<file path="src/source/wro_defines.svh">
// Write-read ordering shim sizing macros shared by packages, RTL and testbench
`ifndef WRO_DEFINES_SVH
`define WRO_DEFINES_SVH

// Number of requests that may be in flight toward memory at once
`define WRO_N_SLOTS 8

// Width of a request address
`define WRO_ADDR_BITS 32

// Width of the address hash used for conflict detection
`define WRO_HASH_BITS 6

// Width of the client metadata carried with each request
`define WRO_MDATA_BITS 16

// Entries in the input request FIFO
`define WRO_FIFO_DEPTH 4

`endif

</file>
<file path="src/source/wro_req_pkg.sv">
// Request and response field types of the write-read ordering shim
`include "wro_defines.svh"

package wro_req_pkg;

    // Full request address as presented by the client
    typedef logic [`WRO_ADDR_BITS-1:0] t_addr;

    // Address hash, the XOR of consecutive slices of the address
    // The top slice is zero-padded when the address width is not a multiple
    typedef logic [`WRO_HASH_BITS-1:0] t_hash;

    // Client metadata, saved in a slot while the request is at memory
    typedef logic [`WRO_MDATA_BITS-1:0] t_mdata;

    // Slot index that replaces the metadata on the memory side
    typedef logic [$clog2(`WRO_N_SLOTS)-1:0] t_tag;

endpackage

</file>
<file path="src/source/wro_ctrl_pkg.sv">
// Tracking state types of the write-read ordering shim
`include "wro_defines.svh"

package wro_ctrl_pkg;

    // State of one tracking slot
    // A busy slot remembers whether it holds a read or a write
    typedef enum logic [1:0]
    {
        SLOT_FREE  = 2'd0,
        SLOT_READ  = 2'd1,
        SLOT_WRITE = 2'd2
    } t_slot_state;

    // One bit per tracking slot
    typedef logic [`WRO_N_SLOTS-1:0] t_slot_mask;

    // Input FIFO occupancy, wide enough to hold the full depth
    typedef logic [$clog2(`WRO_FIFO_DEPTH+1)-1:0] t_fifo_count;

endpackage

</file>
<file path="src/source/wro_head_if.sv">
// Oldest waiting request, offered by the hasher to the slots and issue logic
`timescale 1ns/1ps
`include "wro_defines.svh"

interface wro_head_if;
    import wro_req_pkg::*;

    // Head register contents, valid while head_valid is high
    logic   head_valid;
    logic   head_is_write;
    t_addr  head_addr;
    t_hash  head_hash;
    t_mdata head_mdata;

    // Issue logic consumes the head at the next edge
    // Only ever raised together with head_valid
    logic   take;

    modport source (output head_valid, head_is_write, head_addr, head_hash,
                    head_mdata, input take);

    modport sink (input head_valid, head_is_write, head_addr, head_hash,
                  head_mdata, output take);

    // Slots compare against the head and capture its metadata on insert
    modport observe (input head_hash, head_is_write, head_mdata);

endinterface

</file>
<file path="src/source/wro_slot_if.sv">
// Control and status between one tracking slot and the issue logic
`timescale 1ns/1ps
`include "wro_defines.svh"

interface wro_slot_if;
    import wro_req_pkg::*;

    // One-cycle pulses from the issue logic
    // insert only hits an idle slot, free only hits a busy one
    logic   insert;
    logic   free;

    // Slot status
    logic   busy;
    logic   conflict;

    // Client metadata held while the request is outstanding
    t_mdata saved_mdata;

    modport slot (input insert, free, output busy, conflict, saved_mdata);

    modport issue (output insert, free, input busy, conflict, saved_mdata);

endinterface

</file>
<file path="src/source/wro_req_hasher.sv">
// Input request FIFO with address hashing into a registered head
`timescale 1ns/1ps
`include "wro_defines.svh"

module wro_req_hasher
(
    input  logic                clk,
    input  logic                reset,
    input  logic                req_valid,
    input  logic                req_is_write,
    input  wro_req_pkg::t_addr  req_addr,
    input  wro_req_pkg::t_mdata req_mdata,
    output logic                req_almost_full,
    wro_head_if.source          head
);
    import wro_req_pkg::*;
    import wro_ctrl_pkg::*;

    localparam int DEPTH    = `WRO_FIFO_DEPTH;
    localparam int PTR_BITS = $clog2(DEPTH);
    localparam int HB       = `WRO_HASH_BITS;
    localparam int N_SLICES = (`WRO_ADDR_BITS + HB - 1) / HB;

    // ==================================================================
    // Address hash
    // ==================================================================

    // XOR of consecutive hash-wide slices starting at bit 0
    function automatic t_hash addr_hash(input t_addr addr);
        logic [N_SLICES*HB-1:0] padded;
        t_hash                  h;
        padded = (N_SLICES*HB)'(addr);
        h = '0;
        for (int s = 0; s < N_SLICES; s++)
        begin
            h ^= padded[s*HB +: HB];
        end
        return h;
    endfunction

    // ==================================================================
    // Request FIFO
    // ==================================================================

    logic                fifo_is_write [DEPTH];
    t_addr               fifo_addr     [DEPTH];
    t_mdata              fifo_mdata    [DEPTH];
    logic [PTR_BITS-1:0] wr_ptr;
    logic [PTR_BITS-1:0] rd_ptr;
    t_fifo_count         count;
    logic                pop;

    // The head register refills whenever it is empty or being consumed
    assign pop = (count != '0) && (!head.head_valid || head.take);

    // Leave one entry of slack for a strobe already on its way
    assign req_almost_full = (count >= t_fifo_count'(DEPTH - 1));

    always_ff @(posedge clk)
    begin
        if (reset)
        begin
            wr_ptr <= '0;
            rd_ptr <= '0;
            count  <= '0;
        end
        else
        begin
            if (req_valid)
            begin
                wr_ptr <= wr_ptr + 1'b1;
            end
            if (pop)
            begin
                rd_ptr <= rd_ptr + 1'b1;
            end
            count <= count + t_fifo_count'(req_valid) - t_fifo_count'(pop);
        end
    end

    // Storage array, written on every accepted strobe
    always_ff @(posedge clk)
    begin
        if (req_valid)
        begin
            fifo_is_write[wr_ptr] <= req_is_write;
            fifo_addr[wr_ptr]     <= req_addr;
            fifo_mdata[wr_ptr]    <= req_mdata;
        end
    end

    // ==================================================================
    // Head register
    // ==================================================================

    always_ff @(posedge clk)
    begin
        if (reset)
        begin
            head.head_valid <= 1'b0;
        end
        else if (!head.head_valid || head.take)
        begin
            head.head_valid <= pop;
        end
    end

    // Payload follows the FIFO front, hashed on the way in
    always_ff @(posedge clk)
    begin
        if (pop)
        begin
            head.head_is_write <= fifo_is_write[rd_ptr];
            head.head_addr     <= fifo_addr[rd_ptr];
            head.head_hash     <= addr_hash(fifo_addr[rd_ptr]);
            head.head_mdata    <= fifo_mdata[rd_ptr];
        end
    end

endmodule

</file>
<file path="src/source/wro_slot.sv">
// One tracking slot holding an outstanding request's hash, kind and metadata
`timescale 1ns/1ps
`include "wro_defines.svh"

module wro_slot
(
    input  logic        clk,
    input  logic        reset,
    wro_head_if.observe head,
    wro_slot_if.slot    ctl
);
    import wro_req_pkg::*;
    import wro_ctrl_pkg::*;

    t_slot_state state;
    t_hash       hash;
    t_mdata      mdata;

    always_ff @(posedge clk)
    begin
        if (reset)
        begin
            state <= SLOT_FREE;
        end
        else if (ctl.free)
        begin
            state <= SLOT_FREE;
        end
        else if (ctl.insert)
        begin
            state <= head.head_is_write ? SLOT_WRITE : SLOT_READ;
        end
    end

    // Captured alongside the state change on insert
    always_ff @(posedge clk)
    begin
        if (ctl.insert)
        begin
            hash  <= head.head_hash;
            mdata <= head.head_mdata;
        end
    end

    assign ctl.busy        = (state != SLOT_FREE);
    assign ctl.saved_mdata = mdata;

    // Reads may pass reads; any pairing with a write on the same hash must wait
    assign ctl.conflict = ctl.busy && (hash == head.head_hash) &&
                          ((state == SLOT_WRITE) || head.head_is_write);

endmodule

</file>
<file path="src/source/wro_issue.sv">
// Slot allocation, issue toward memory and response metadata restoration
`timescale 1ns/1ps
`include "wro_defines.svh"

module wro_issue
(
    input  logic                clk,
    input  logic                reset,
    wro_head_if.sink            head,
    wro_slot_if.issue           slots [`WRO_N_SLOTS],
    input  logic                mem_almost_full,
    output logic                mem_req_valid,
    output logic                mem_req_is_write,
    output wro_req_pkg::t_addr  mem_req_addr,
    output wro_req_pkg::t_tag   mem_req_tag,
    input  logic                mem_rsp_valid,
    input  logic                mem_rsp_is_write,
    input  wro_req_pkg::t_tag   mem_rsp_tag,
    output logic                rsp_valid,
    output logic                rsp_is_write,
    output wro_req_pkg::t_mdata rsp_mdata
);
    import wro_req_pkg::*;
    import wro_ctrl_pkg::*;

    t_slot_mask busy_mask;
    t_slot_mask conflict_mask;
    t_mdata     saved_mdata [`WRO_N_SLOTS];
    t_tag       alloc_idx;
    logic       alloc_ok;
    logic       issue_now;

    // ==================================================================
    // Slot status gather and pulse fan-out
    // ==================================================================

    for (genvar i = 0; i < `WRO_N_SLOTS; i++)
    begin : g_slot
        assign busy_mask[i]     = slots[i].busy;
        assign conflict_mask[i] = slots[i].conflict;
        assign saved_mdata[i]   = slots[i].saved_mdata;

        // The chosen slot records the head at the issue edge
        assign slots[i].insert = issue_now && (alloc_idx == t_tag'(i));

        // A response releases the slot named by its tag
        assign slots[i].free = mem_rsp_valid && (mem_rsp_tag == t_tag'(i));
    end

    // Lowest-numbered idle slot wins, so scan from the top down
    always_comb
    begin
        alloc_ok  = 1'b0;
        alloc_idx = '0;
        for (int i = `WRO_N_SLOTS - 1; i >= 0; i--)
        begin
            if (!busy_mask[i])
            begin
                alloc_ok  = 1'b1;
                alloc_idx = t_tag'(i);
            end
        end
    end

    // ==================================================================
    // Issue toward memory
    // ==================================================================

    // A blocked head stalls everything behind it, keeping program order
    assign issue_now = head.head_valid && (conflict_mask == '0) &&
                       alloc_ok && !mem_almost_full;

    assign head.take = issue_now;

    always_ff @(posedge clk)
    begin
        if (reset)
        begin
            mem_req_valid <= 1'b0;
        end
        else
        begin
            mem_req_valid <= issue_now;
        end
    end

    // The slot index goes out in place of the client metadata
    always_ff @(posedge clk)
    begin
        if (issue_now)
        begin
            mem_req_is_write <= head.head_is_write;
            mem_req_addr     <= head.head_addr;
            mem_req_tag      <= alloc_idx;
        end
    end

    // ==================================================================
    // Response path
    // ==================================================================

    always_ff @(posedge clk)
    begin
        if (reset)
        begin
            rsp_valid <= 1'b0;
        end
        else
        begin
            rsp_valid <= mem_rsp_valid;
        end
    end

    // Slot contents are still intact at the edge that frees it
    always_ff @(posedge clk)
    begin
        if (mem_rsp_valid)
        begin
            rsp_is_write <= mem_rsp_is_write;
            rsp_mdata    <= saved_mdata[mem_rsp_tag];
        end
    end

endmodule

</file>
<file path="src/source/wro_top.sv">
// Write-read ordering shim top level joining hasher, tracking slots and issue
`timescale 1ns/1ps
`include "wro_defines.svh"

module wro_top
(
    input  logic                clk,
    input  logic                reset,

    // Client requests
    input  logic                req_valid,
    input  logic                req_is_write,
    input  wro_req_pkg::t_addr  req_addr,
    input  wro_req_pkg::t_mdata req_mdata,
    output logic                req_almost_full,

    // Requests toward memory
    output logic                mem_req_valid,
    output logic                mem_req_is_write,
    output wro_req_pkg::t_addr  mem_req_addr,
    output wro_req_pkg::t_tag   mem_req_tag,
    input  logic                mem_almost_full,

    // Memory responses
    input  logic                mem_rsp_valid,
    input  logic                mem_rsp_is_write,
    input  wro_req_pkg::t_tag   mem_rsp_tag,

    // Client responses
    output logic                rsp_valid,
    output logic                rsp_is_write,
    output wro_req_pkg::t_mdata rsp_mdata
);

    wro_head_if head_bus ();
    wro_slot_if slot_bus [`WRO_N_SLOTS] ();

    wro_req_hasher hasher_i
    (
        .clk             (clk),
        .reset           (reset),
        .req_valid       (req_valid),
        .req_is_write    (req_is_write),
        .req_addr        (req_addr),
        .req_mdata       (req_mdata),
        .req_almost_full (req_almost_full),
        .head            (head_bus)
    );

    // Every slot watches the same head
    for (genvar i = 0; i < `WRO_N_SLOTS; i++)
    begin : g_slot
        wro_slot slot_i
        (
            .clk   (clk),
            .reset (reset),
            .head  (head_bus),
            .ctl   (slot_bus[i])
        );
    end

    wro_issue issue_i
    (
        .clk              (clk),
        .reset            (reset),
        .head             (head_bus),
        .slots            (slot_bus),
        .mem_almost_full  (mem_almost_full),
        .mem_req_valid    (mem_req_valid),
        .mem_req_is_write (mem_req_is_write),
        .mem_req_addr     (mem_req_addr),
        .mem_req_tag      (mem_req_tag),
        .mem_rsp_valid    (mem_rsp_valid),
        .mem_rsp_is_write (mem_rsp_is_write),
        .mem_rsp_tag      (mem_rsp_tag),
        .rsp_valid        (rsp_valid),
        .rsp_is_write     (rsp_is_write),
        .rsp_mdata        (rsp_mdata)
    );

endmodule

</file>
<file path="config.mk">
export PLATFORM = sky130hd
export DESIGN_NAME = wro_top
export DESIGN_NICKNAME = d
export VERILOG_FILES = /design/src/source/wro_req_pkg.sv /design/src/source/wro_ctrl_pkg.sv /design/src/source/wro_head_if.sv /design/src/source/wro_slot_if.sv /design/src/source/wro_req_hasher.sv /design/src/source/wro_slot.sv /design/src/source/wro_issue.sv /design/src/source/wro_top.sv
export VERILOG_INCLUDE_DIRS = /design/src /design/src/source
export SDC_FILE = /design/constraint.sdc
export NUM_CORES = 1
export LEC_CHECK = 0
export BUFFER_PORTS_ARGS = -buffer_cell sky130_fd_sc_hd__buf_2
export CAP_MARGIN = 40
export CORE_MARGIN = 2
export CORE_UTILIZATION = 42
export CTS_CLUSTER_DIAMETER = 30
export DETAILED_ROUTE_END_ITERATION = 10
export GPL_ROUTABILITY_DRIVEN = 1
export SLEW_MARGIN = 30
export SYNTH_ARGS = -nofsm -noshare
export SYNTH_HDL_FRONTEND = slang
export SYNTH_SLANG_ARGS = --single-unit
</file>
<file path="constraint.sdc">
create_clock -name clk -period 9.5 [get_ports clk]
set_input_delay 1.425 -clock clk [delete_from_list [all_inputs] [get_ports clk]]
set_output_delay 1.425 -clock clk [all_outputs]
set_load 0.005 [all_outputs]
</file>
# After elaboration in Yosys (flattened, before gate mapping)
# Memories as Yosys holds them, arrays and structs flattened. A register that Yosys moved wholly into a read port is not among the register bits.
# Index checks and enable logic that the tools add are counted.
# totals
n_memories	3
input_bits	58
latch_bits	0
mem_bits_rw	196
ff_bits	293
output_inout_bits	56
mem_bits_ro	0
# classes
eq_ne	30
muxes	24
shift	0
n_mul	0
magnitude_cmp	2
reduce_logical	67
div	0
addsub	4
bitwise	6
# memory_table
memory	depth	word_bits	rd	rd_ports_with_merged_regs	wr	line	rtl
hasher_i.fifo_addr	4	32	1	1	1	wro_req_hasher.sv:46	t_addr fifo_addr [DEPTH];
hasher_i.fifo_mdata	4	16	1	1	1	wro_req_hasher.sv:47	t_mdata fifo_mdata [DEPTH];
hasher_i.fifo_is_write	4	1	1	1	1	wro_req_hasher.sv:45	logic fifo_is_write [DEPTH];
# op_table
op	n
$bmux W16 S3	1
$eq A6 B6 Y1	8
$logic_and A1 B1 Y1	36
$mux W16	2
$eq A3 B3 Y1 const B	8
$mux W3	8
$xor A6 B6 Y6	4
$eq A2 B2 Y1 const B	8
$reduce_bool A2 Y1	8
$reduce_or A2 Y1	8
$eq A3 B2 Y1 const B	4
$mux W1	10
$logic_or A1 B1 Y1	9
$logic_not A8 Y1	1
$eq A3 B1 Y1 const B	2
$logic_not A3 Y1	2
$mux W2	3
$xor A6 B2 Y6	1
$add A2 B1 Y2 const B	2
$ge A4 B4 Y1 const B	1
$not A3 Y4	1
$add A3 B1 Y3	1
$ge A3 B2 Y1 const B	1
$reduce_bool A3 Y1	1
other kinds (2)	3

# Longest topological paths before layout
# logic_depth
depth_word	15
mapped_depth	16

# Modules after synthesis
# From an unflattened synthesis, not the netlist that was laid out.
# hier_totals
cells_unflattened	857
hier_area_um2	19017.0
# modules_own_cells
mod	cells_per_inst	area_per_inst_um2	n_inst	seq_area_each_um2
wro_req_hasher	384	9494.1	1	7737.4
wro_slot	39	827.0	8	700.7
wro_issue	161	2906.5	1	1631.6

# Worst setup path after synthesis
# OpenSTA, ideal clock, no wires.
# synth_path
kind	in2reg
from	in mem_almost_full
to	reg hasher_i.count[2]
arrival_time_ps	6319
required_time_ps	9372
path_stages	12
slack_ps	3054
path_buffers	1
cell_sequence	a2111oi_4 -> and3_4 -> buf_6 -> nand3_2 -> a21oi_1 -> ha_1 -> inv_1 -> ha_1 -> inv_1 -> fa_1 -> xor2_1 -> nor2_1
# synth_via
elab_chain_len	5
# synth_rtl
element	line	rtl
from (decl)	wro_top.sv:22	input logic mem_almost_full,
$logic_not A1 Y1	wro_issue.sv:71	alloc_ok && !mem_almost_full;
$logic_and A1 B1 Y1	wro_issue.sv:71	
$logic_or A1 B1 Y1	wro_req_hasher.sv:54	assign pop = (count != '0) && (!head.head_valid || head.take);
$logic_and A1 B1 Y1	wro_req_hasher.sv:54	
named net hasher_i.pop	wro_req_hasher.sv:51	logic pop;
$sub A3 B1 Y3	wro_req_hasher.sv:77	count <= count + t_fifo_count'(req_valid) - t_fifo_count'(pop);
to (signal assigned)	wro_req_hasher.sv:77	
to (decl)	wro_req_hasher.sv:50	t_fifo_count count;
# The timed path passes the listed nets, and every way through them passes these cells.
# A chain may end at the register's enable or synchronous reset.

# Worst setup path after layout
# layout_path
from	reg hasher_i.head.head_hash[4]
to	reg hasher_i.count[2]
# layout_via
elab_chain_len	10
elab_cells_between_ends	31
cone_classes	add/sub (1); eq/ne (8); reduce/logical (22)
# layout_rtl
element	line	rtl
from (decl)	wro_head_if.sv:19	modport source (output head_valid, head_is_write, head_addr, head_hash,
from (signal assigned)	wro_req_hasher.sv:115	head.head_hash <= addr_hash(fifo_addr[rd_ptr]);
$eq A6 B6 Y1	wro_slot.sv:49	assign ctl.conflict = ctl.busy && (hash == head.head_hash) &&
$logic_and A1 B1 Y1 (2 in a row)	wro_slot.sv:49	
$logic_not A8 Y1 (*)	wro_issue.sv:70	assign issue_now = head.head_valid && (conflict_mask == '0) &&
$logic_and A1 B1 Y1 (*) (2 in a row)	wro_issue.sv:70	
$logic_and A1 B1 Y1 (*)	wro_issue.sv:71	
$logic_or A1 B1 Y1 (*)	wro_req_hasher.sv:54	
$logic_and A1 B1 Y1 (*)	wro_req_hasher.sv:54	
named net hasher_i.pop	wro_req_hasher.sv:51	
$sub A3 B1 Y3 (*)	wro_req_hasher.sv:77	
# Mark *: on every way through the listed nets, which the timed path passes. The rest lies on a longest branch.

==> summary.md <==
| Metric | Value |
|---|---|
| Post-synthesis cell type count | between 50 and 60 |
| PnR Total Power | between 7 and 8 mW |
| Class of the most critical setup path | reg2reg |
| Final min period | 3.68 ns |
| Endpoints failing setup | 0 |
| Arrival time at the worst endpoint | around 4.2 ns |
| Synthesis-stage register bit count | between 500 and 600 |
| End-of-flow core utilization | a little over half |
| Placement Cell Area | 20,300 sq um |
| Share of layout cells above drive strength 1 | 33.5% |
| Final routed wire length divided by cell count | approximately 21 um |
| Critical path capture point type | register |
| Overflow left after global routing | 0 |
| Outcome | finished clean |
| Sequential cell area fraction in the yosys report | 79.2% |
| Share of total power in sequential cells | a little over two fifths |
| Gr usage total | between 10% and 20% |
| Post-synth top area cell | sky130_fd_sc_hd__edfxtp_1 |
| Via total after detailed routing | between 9,000 and 10,000 |
| Source of the worst register-to-register timing path | hasher_i.head.head_hash[4] |
| Total Neg Setup Slack | 0 ns |
| Via count of the first global-routing pass | about 9,600 |
| Cell-internal power | ~5.7 mW |
| Unrepaired setup endpoints after global routing | no |
| Port bufs | 113 |
| Predominant post-synthesis flop cell | sky130_fd_sc_hd__edfxtp_1 |
| Slew Limit Fails | 0 |
| Layout overhead on the synthesized area | 25.9% |
| Die area | between 40,000 and 50,000 sq um |
| Setup repair bufs after CTS | 0 |
| Final ANT Viol Nets | 0 |
| Fraction of post-synthesis cell area in the top cell type by area | between 70% and 80% |
| Clock root cell | sky130_fd_sc_hd__clkbuf_16 |
| Transition time at the pin with the least slew margin | 0.866 ns |
| Fraction of registers with async set or reset after synthesis | 0% |
| Pin count of the biggest net entering global routing | 57 |
| Net count, final | ~1,200 |
| Power Dens Cells | around 320 nW/um^2 |
| Startpoint type of the worst setup path | register |
| Num ports | between 100 and 150 |
| Largest cells by area after synthesis | sky130_fd_sc_hd__edfxtp_1 (76%), sky130_fd_sc_hd__mux4_2 (9.6%), sky130_fd_sc_hd__dfxtp_1 (3.0%) |
| HPWL Detailed | between 20,000 and 25,000 um |
| CTS Hold Buffers Added | 0 |
| Share of power burned in the clock network | between 40 and 50% |
| Sw Share | approximately a quarter |
| Maximum vdd ir drop | between 0.15 and 0.2 mV |
| Antenna violations before repair | 4 |
| Setup WS pre-CTS | 4.89 ns |
| Post-Syn Nets | just under 1,000 |
| Die Wd | around 220 um |
| Skew final | ~0.034 ns |
| Vias per std cell | between 5 and 6 |
| Maximum frequency from static timing analysis | about 270 MHz |
| Number of cells produced by synthesis | between 900 and 1,000 |
| Site row count | 77 |
| Clock sinks | between 500 and 600 |
| Drt pass-1 iters | 6 |
| Sw power | ~1.9 mW |
| Die span in y | ~220 um |
| Number of violations reported at the end of detailed-routing iteration 0 | about 570 |
| Count of cells resized by post-cts repair | 0 |
| Top fanout value on the critical path | 16 |
| Hold_ws | 0.405 ns |
| Worst Slack Setup Final | between 5 and 6 ns |
| Mapped Avg Cell Area | between 20 and 25 sq um |
| Placed Cells incl. Taps | approximately 1,600 |
| CTS H-Tree Depth | 3 |
| Data required time at the worst endpoint | ~10 ns |
| Period utilization | between 30% and 40% |
| Remaining routing DRC violations | 0 |
| Relative contribution of combinational cells to total power | approximately 12% |
| Drt total wl | 37,400 um |
| Yosys warnings | 0 |
| Max_cap viols | 0 |
| Clock slew at reported path FFs | approximately 0.05 ns |
| Class of the worst hold path | reg2reg |
| CTS tree | built |
| Hold wc startpoint | hasher_i.head.head_addr[31] |
| Fill cells | 3,467 |
| Final hold vios | 0 |
| Final design instance area without fill | 23,800 sq um |
| Synthesized cell area | between 15,000 and 20,000 sq um |
| Number of CTS-inserted buffers | approximately 100 |
| Number of buffers on the longest clock path | 3 |
| Final Wtd Congestion | just over 0.8 |
| Placeable core region | about 44,000 sq um |
| Critical path startpoint | hasher_i.head.head_hash[4] |
| Final Instance Count excl. Fillers | ~1,800 |
| First-pass GRT wire length | around 57,000 um |
| Source-to-sink clock delay at the later pin of the worst-skew pair | roughly 0.63 ns |
| Slew margin rel. | about 42% |
| Leak pwr | 8.08 nW |
| Initial standard-cell utilization of the core | ~43% |
| Number of enable flip-flop cells after synthesis | 480 |
[final cells by class]
class | instances | area, sq um | area share [%]
multi-input cells | 358 | 3780 | 15.9
clock inverters | 63 | 787 | 3.31
inverters | 14 | 52.6 | 0.221
flip-flops and latches | 508 | 15000 | 62.9
repair buffers | 131 | 856 | 3.59
clock buffers | 120 | 2620 | 11.0
well taps | 592 | 741 | 3.11
diodes | 1 | 2.50 | 0.0105
[power groups by stage]
stage	Combinational [mW]	Clock (mW)	Sequential, mW
detailed placement	0.909	0	3.21
global placement	0.894	0	3.20
floorplan	0.697	0	3.08
CTS	0.913	3.52	3.18
global route	0.998	3.64	3.21
finish	0.909	3.46	3.16
[cell families (layout without fill, tap and decap cells)]
family                     after synthesis  count (layout)  synth area share, %
buffers and inverters                   47             328                 1.18
AOI/OAI and AO/OA                       53              53                 2.13
xor gates and xnor gates                76              76                 3.60
and+or+nand+nor                        136             136                 3.44
muxes                                   85              85                 9.87
DFF                                    508             508                 79.2
adders and majority gates                8               8                0.569
other                                    0               1                    0
[path summary, 6_finish.rpt]
path | end | cells past startpoint | slack (ns)
min | issue_i.mem_req_addr[31] | 0 | 0.41
max | hasher_i.count[2] | 14 | 5.82
min reg2reg | issue_i.mem_req_addr[31] | 0 | 0.41
max reg2reg | hasher_i.count[2] | 14 | 5.82
[worst max-delay path, stage by stage, from the launching register on]
cell                        delay (ns)
sky130_fd_sc_hd__edfxtp_1         0.78
sky130_fd_sc_hd__xor2_2           0.24
sky130_fd_sc_hd__a2111oi_2        0.09
sky130_fd_sc_hd__a2111oi_4        0.39
sky130_fd_sc_hd__and3_4           0.34
sky130_fd_sc_hd__nand3_2          0.17
sky130_fd_sc_hd__a21oi_4          0.17
sky130_fd_sc_hd__buf_4            0.24
sky130_fd_sc_hd__ha_1             0.27
sky130_fd_sc_hd__inv_1            0.06
sky130_fd_sc_hd__ha_1             0.13
sky130_fd_sc_hd__inv_1            0.05
sky130_fd_sc_hd__fa_1             0.40
sky130_fd_sc_hd__xor2_1           0.14
sky130_fd_sc_hd__nor2_1           0.05
[state kept, by name, summed over array words and instances, names as in the netlist, 2 cells and up, named ones only]
| signal | cells |
|---|---|
| hasher_i.head.head_addr | 32 |
| hasher_i.fifo_mdata | 64 |
| g_slot.slot_i.state | 16 |
| issue_i.mem_req_addr | 32 |
| issue_i.mem_req_tag | 3 |
| g_slot.slot_i.ctl.saved_mdata | 128 |
| g_slot.slot_i.hash | 48 |
| hasher_i.wr_ptr | 2 |
| issue_i.rsp_mdata | 16 |
| hasher_i.head.head_hash | 6 |
| hasher_i.fifo_is_write | 4 |
| hasher_i.rd_ptr | 2 |
| hasher_i.fifo_addr | 128 |
| hasher_i.count | 3 |
| hasher_i.head.head_mdata | 16 |
[Yosys cell counts (5+ instances only)]
library cell	count
sky130_fd_sc_hd__edfxtp_1	480
sky130_fd_sc_hd__a21oi_1	7
sky130_fd_sc_hd__mux4_2	81
sky130_fd_sc_hd__nand4_1	5
sky130_fd_sc_hd__nor4_1	5
sky130_fd_sc_hd__nand2_1	66
sky130_fd_sc_hd__ha_1	7
sky130_fd_sc_hd__nor2_1	32
sky130_fd_sc_hd__a41oi_1	8
sky130_fd_sc_hd__inv_1	13
sky130_fd_sc_hd__clkbuf_1	15
sky130_fd_sc_hd__xnor2_1	47
sky130_fd_sc_hd__buf_2	8
sky130_fd_sc_hd__o21ai_1	8
sky130_fd_sc_hd__xor2_1	27
sky130_fd_sc_hd__dfxtp_1	28
[per-layer routing]
| metal | global-route usage (%) | vias to the layer above | part of all wire, % |
|---|---|---|---|
| li1 | - | 4084 | - |
| met1 | 21.6 | 4662 | 43 |
| met2 | 25.5 | 289 | 48 |
| met3 | 4.62 | 76 | 6.3 |
| met4 | 7.12 | 6 | 2.5 |
| met5 | 0 | - | 0.075 |
[layout by cell type, fill, tap and decap left out, drive strengths merged, types with 13 or more instances in the layout]
master,count
xnor2,47
mux4,81
xor2,29
edfxtp,480
nor2,32
buf,131
dfxtp,28
nand2,67
clkbuf,120
clkinv,34
inv,24
bufinv,13
No activity file was read; power rests on OpenSTA's default activity.
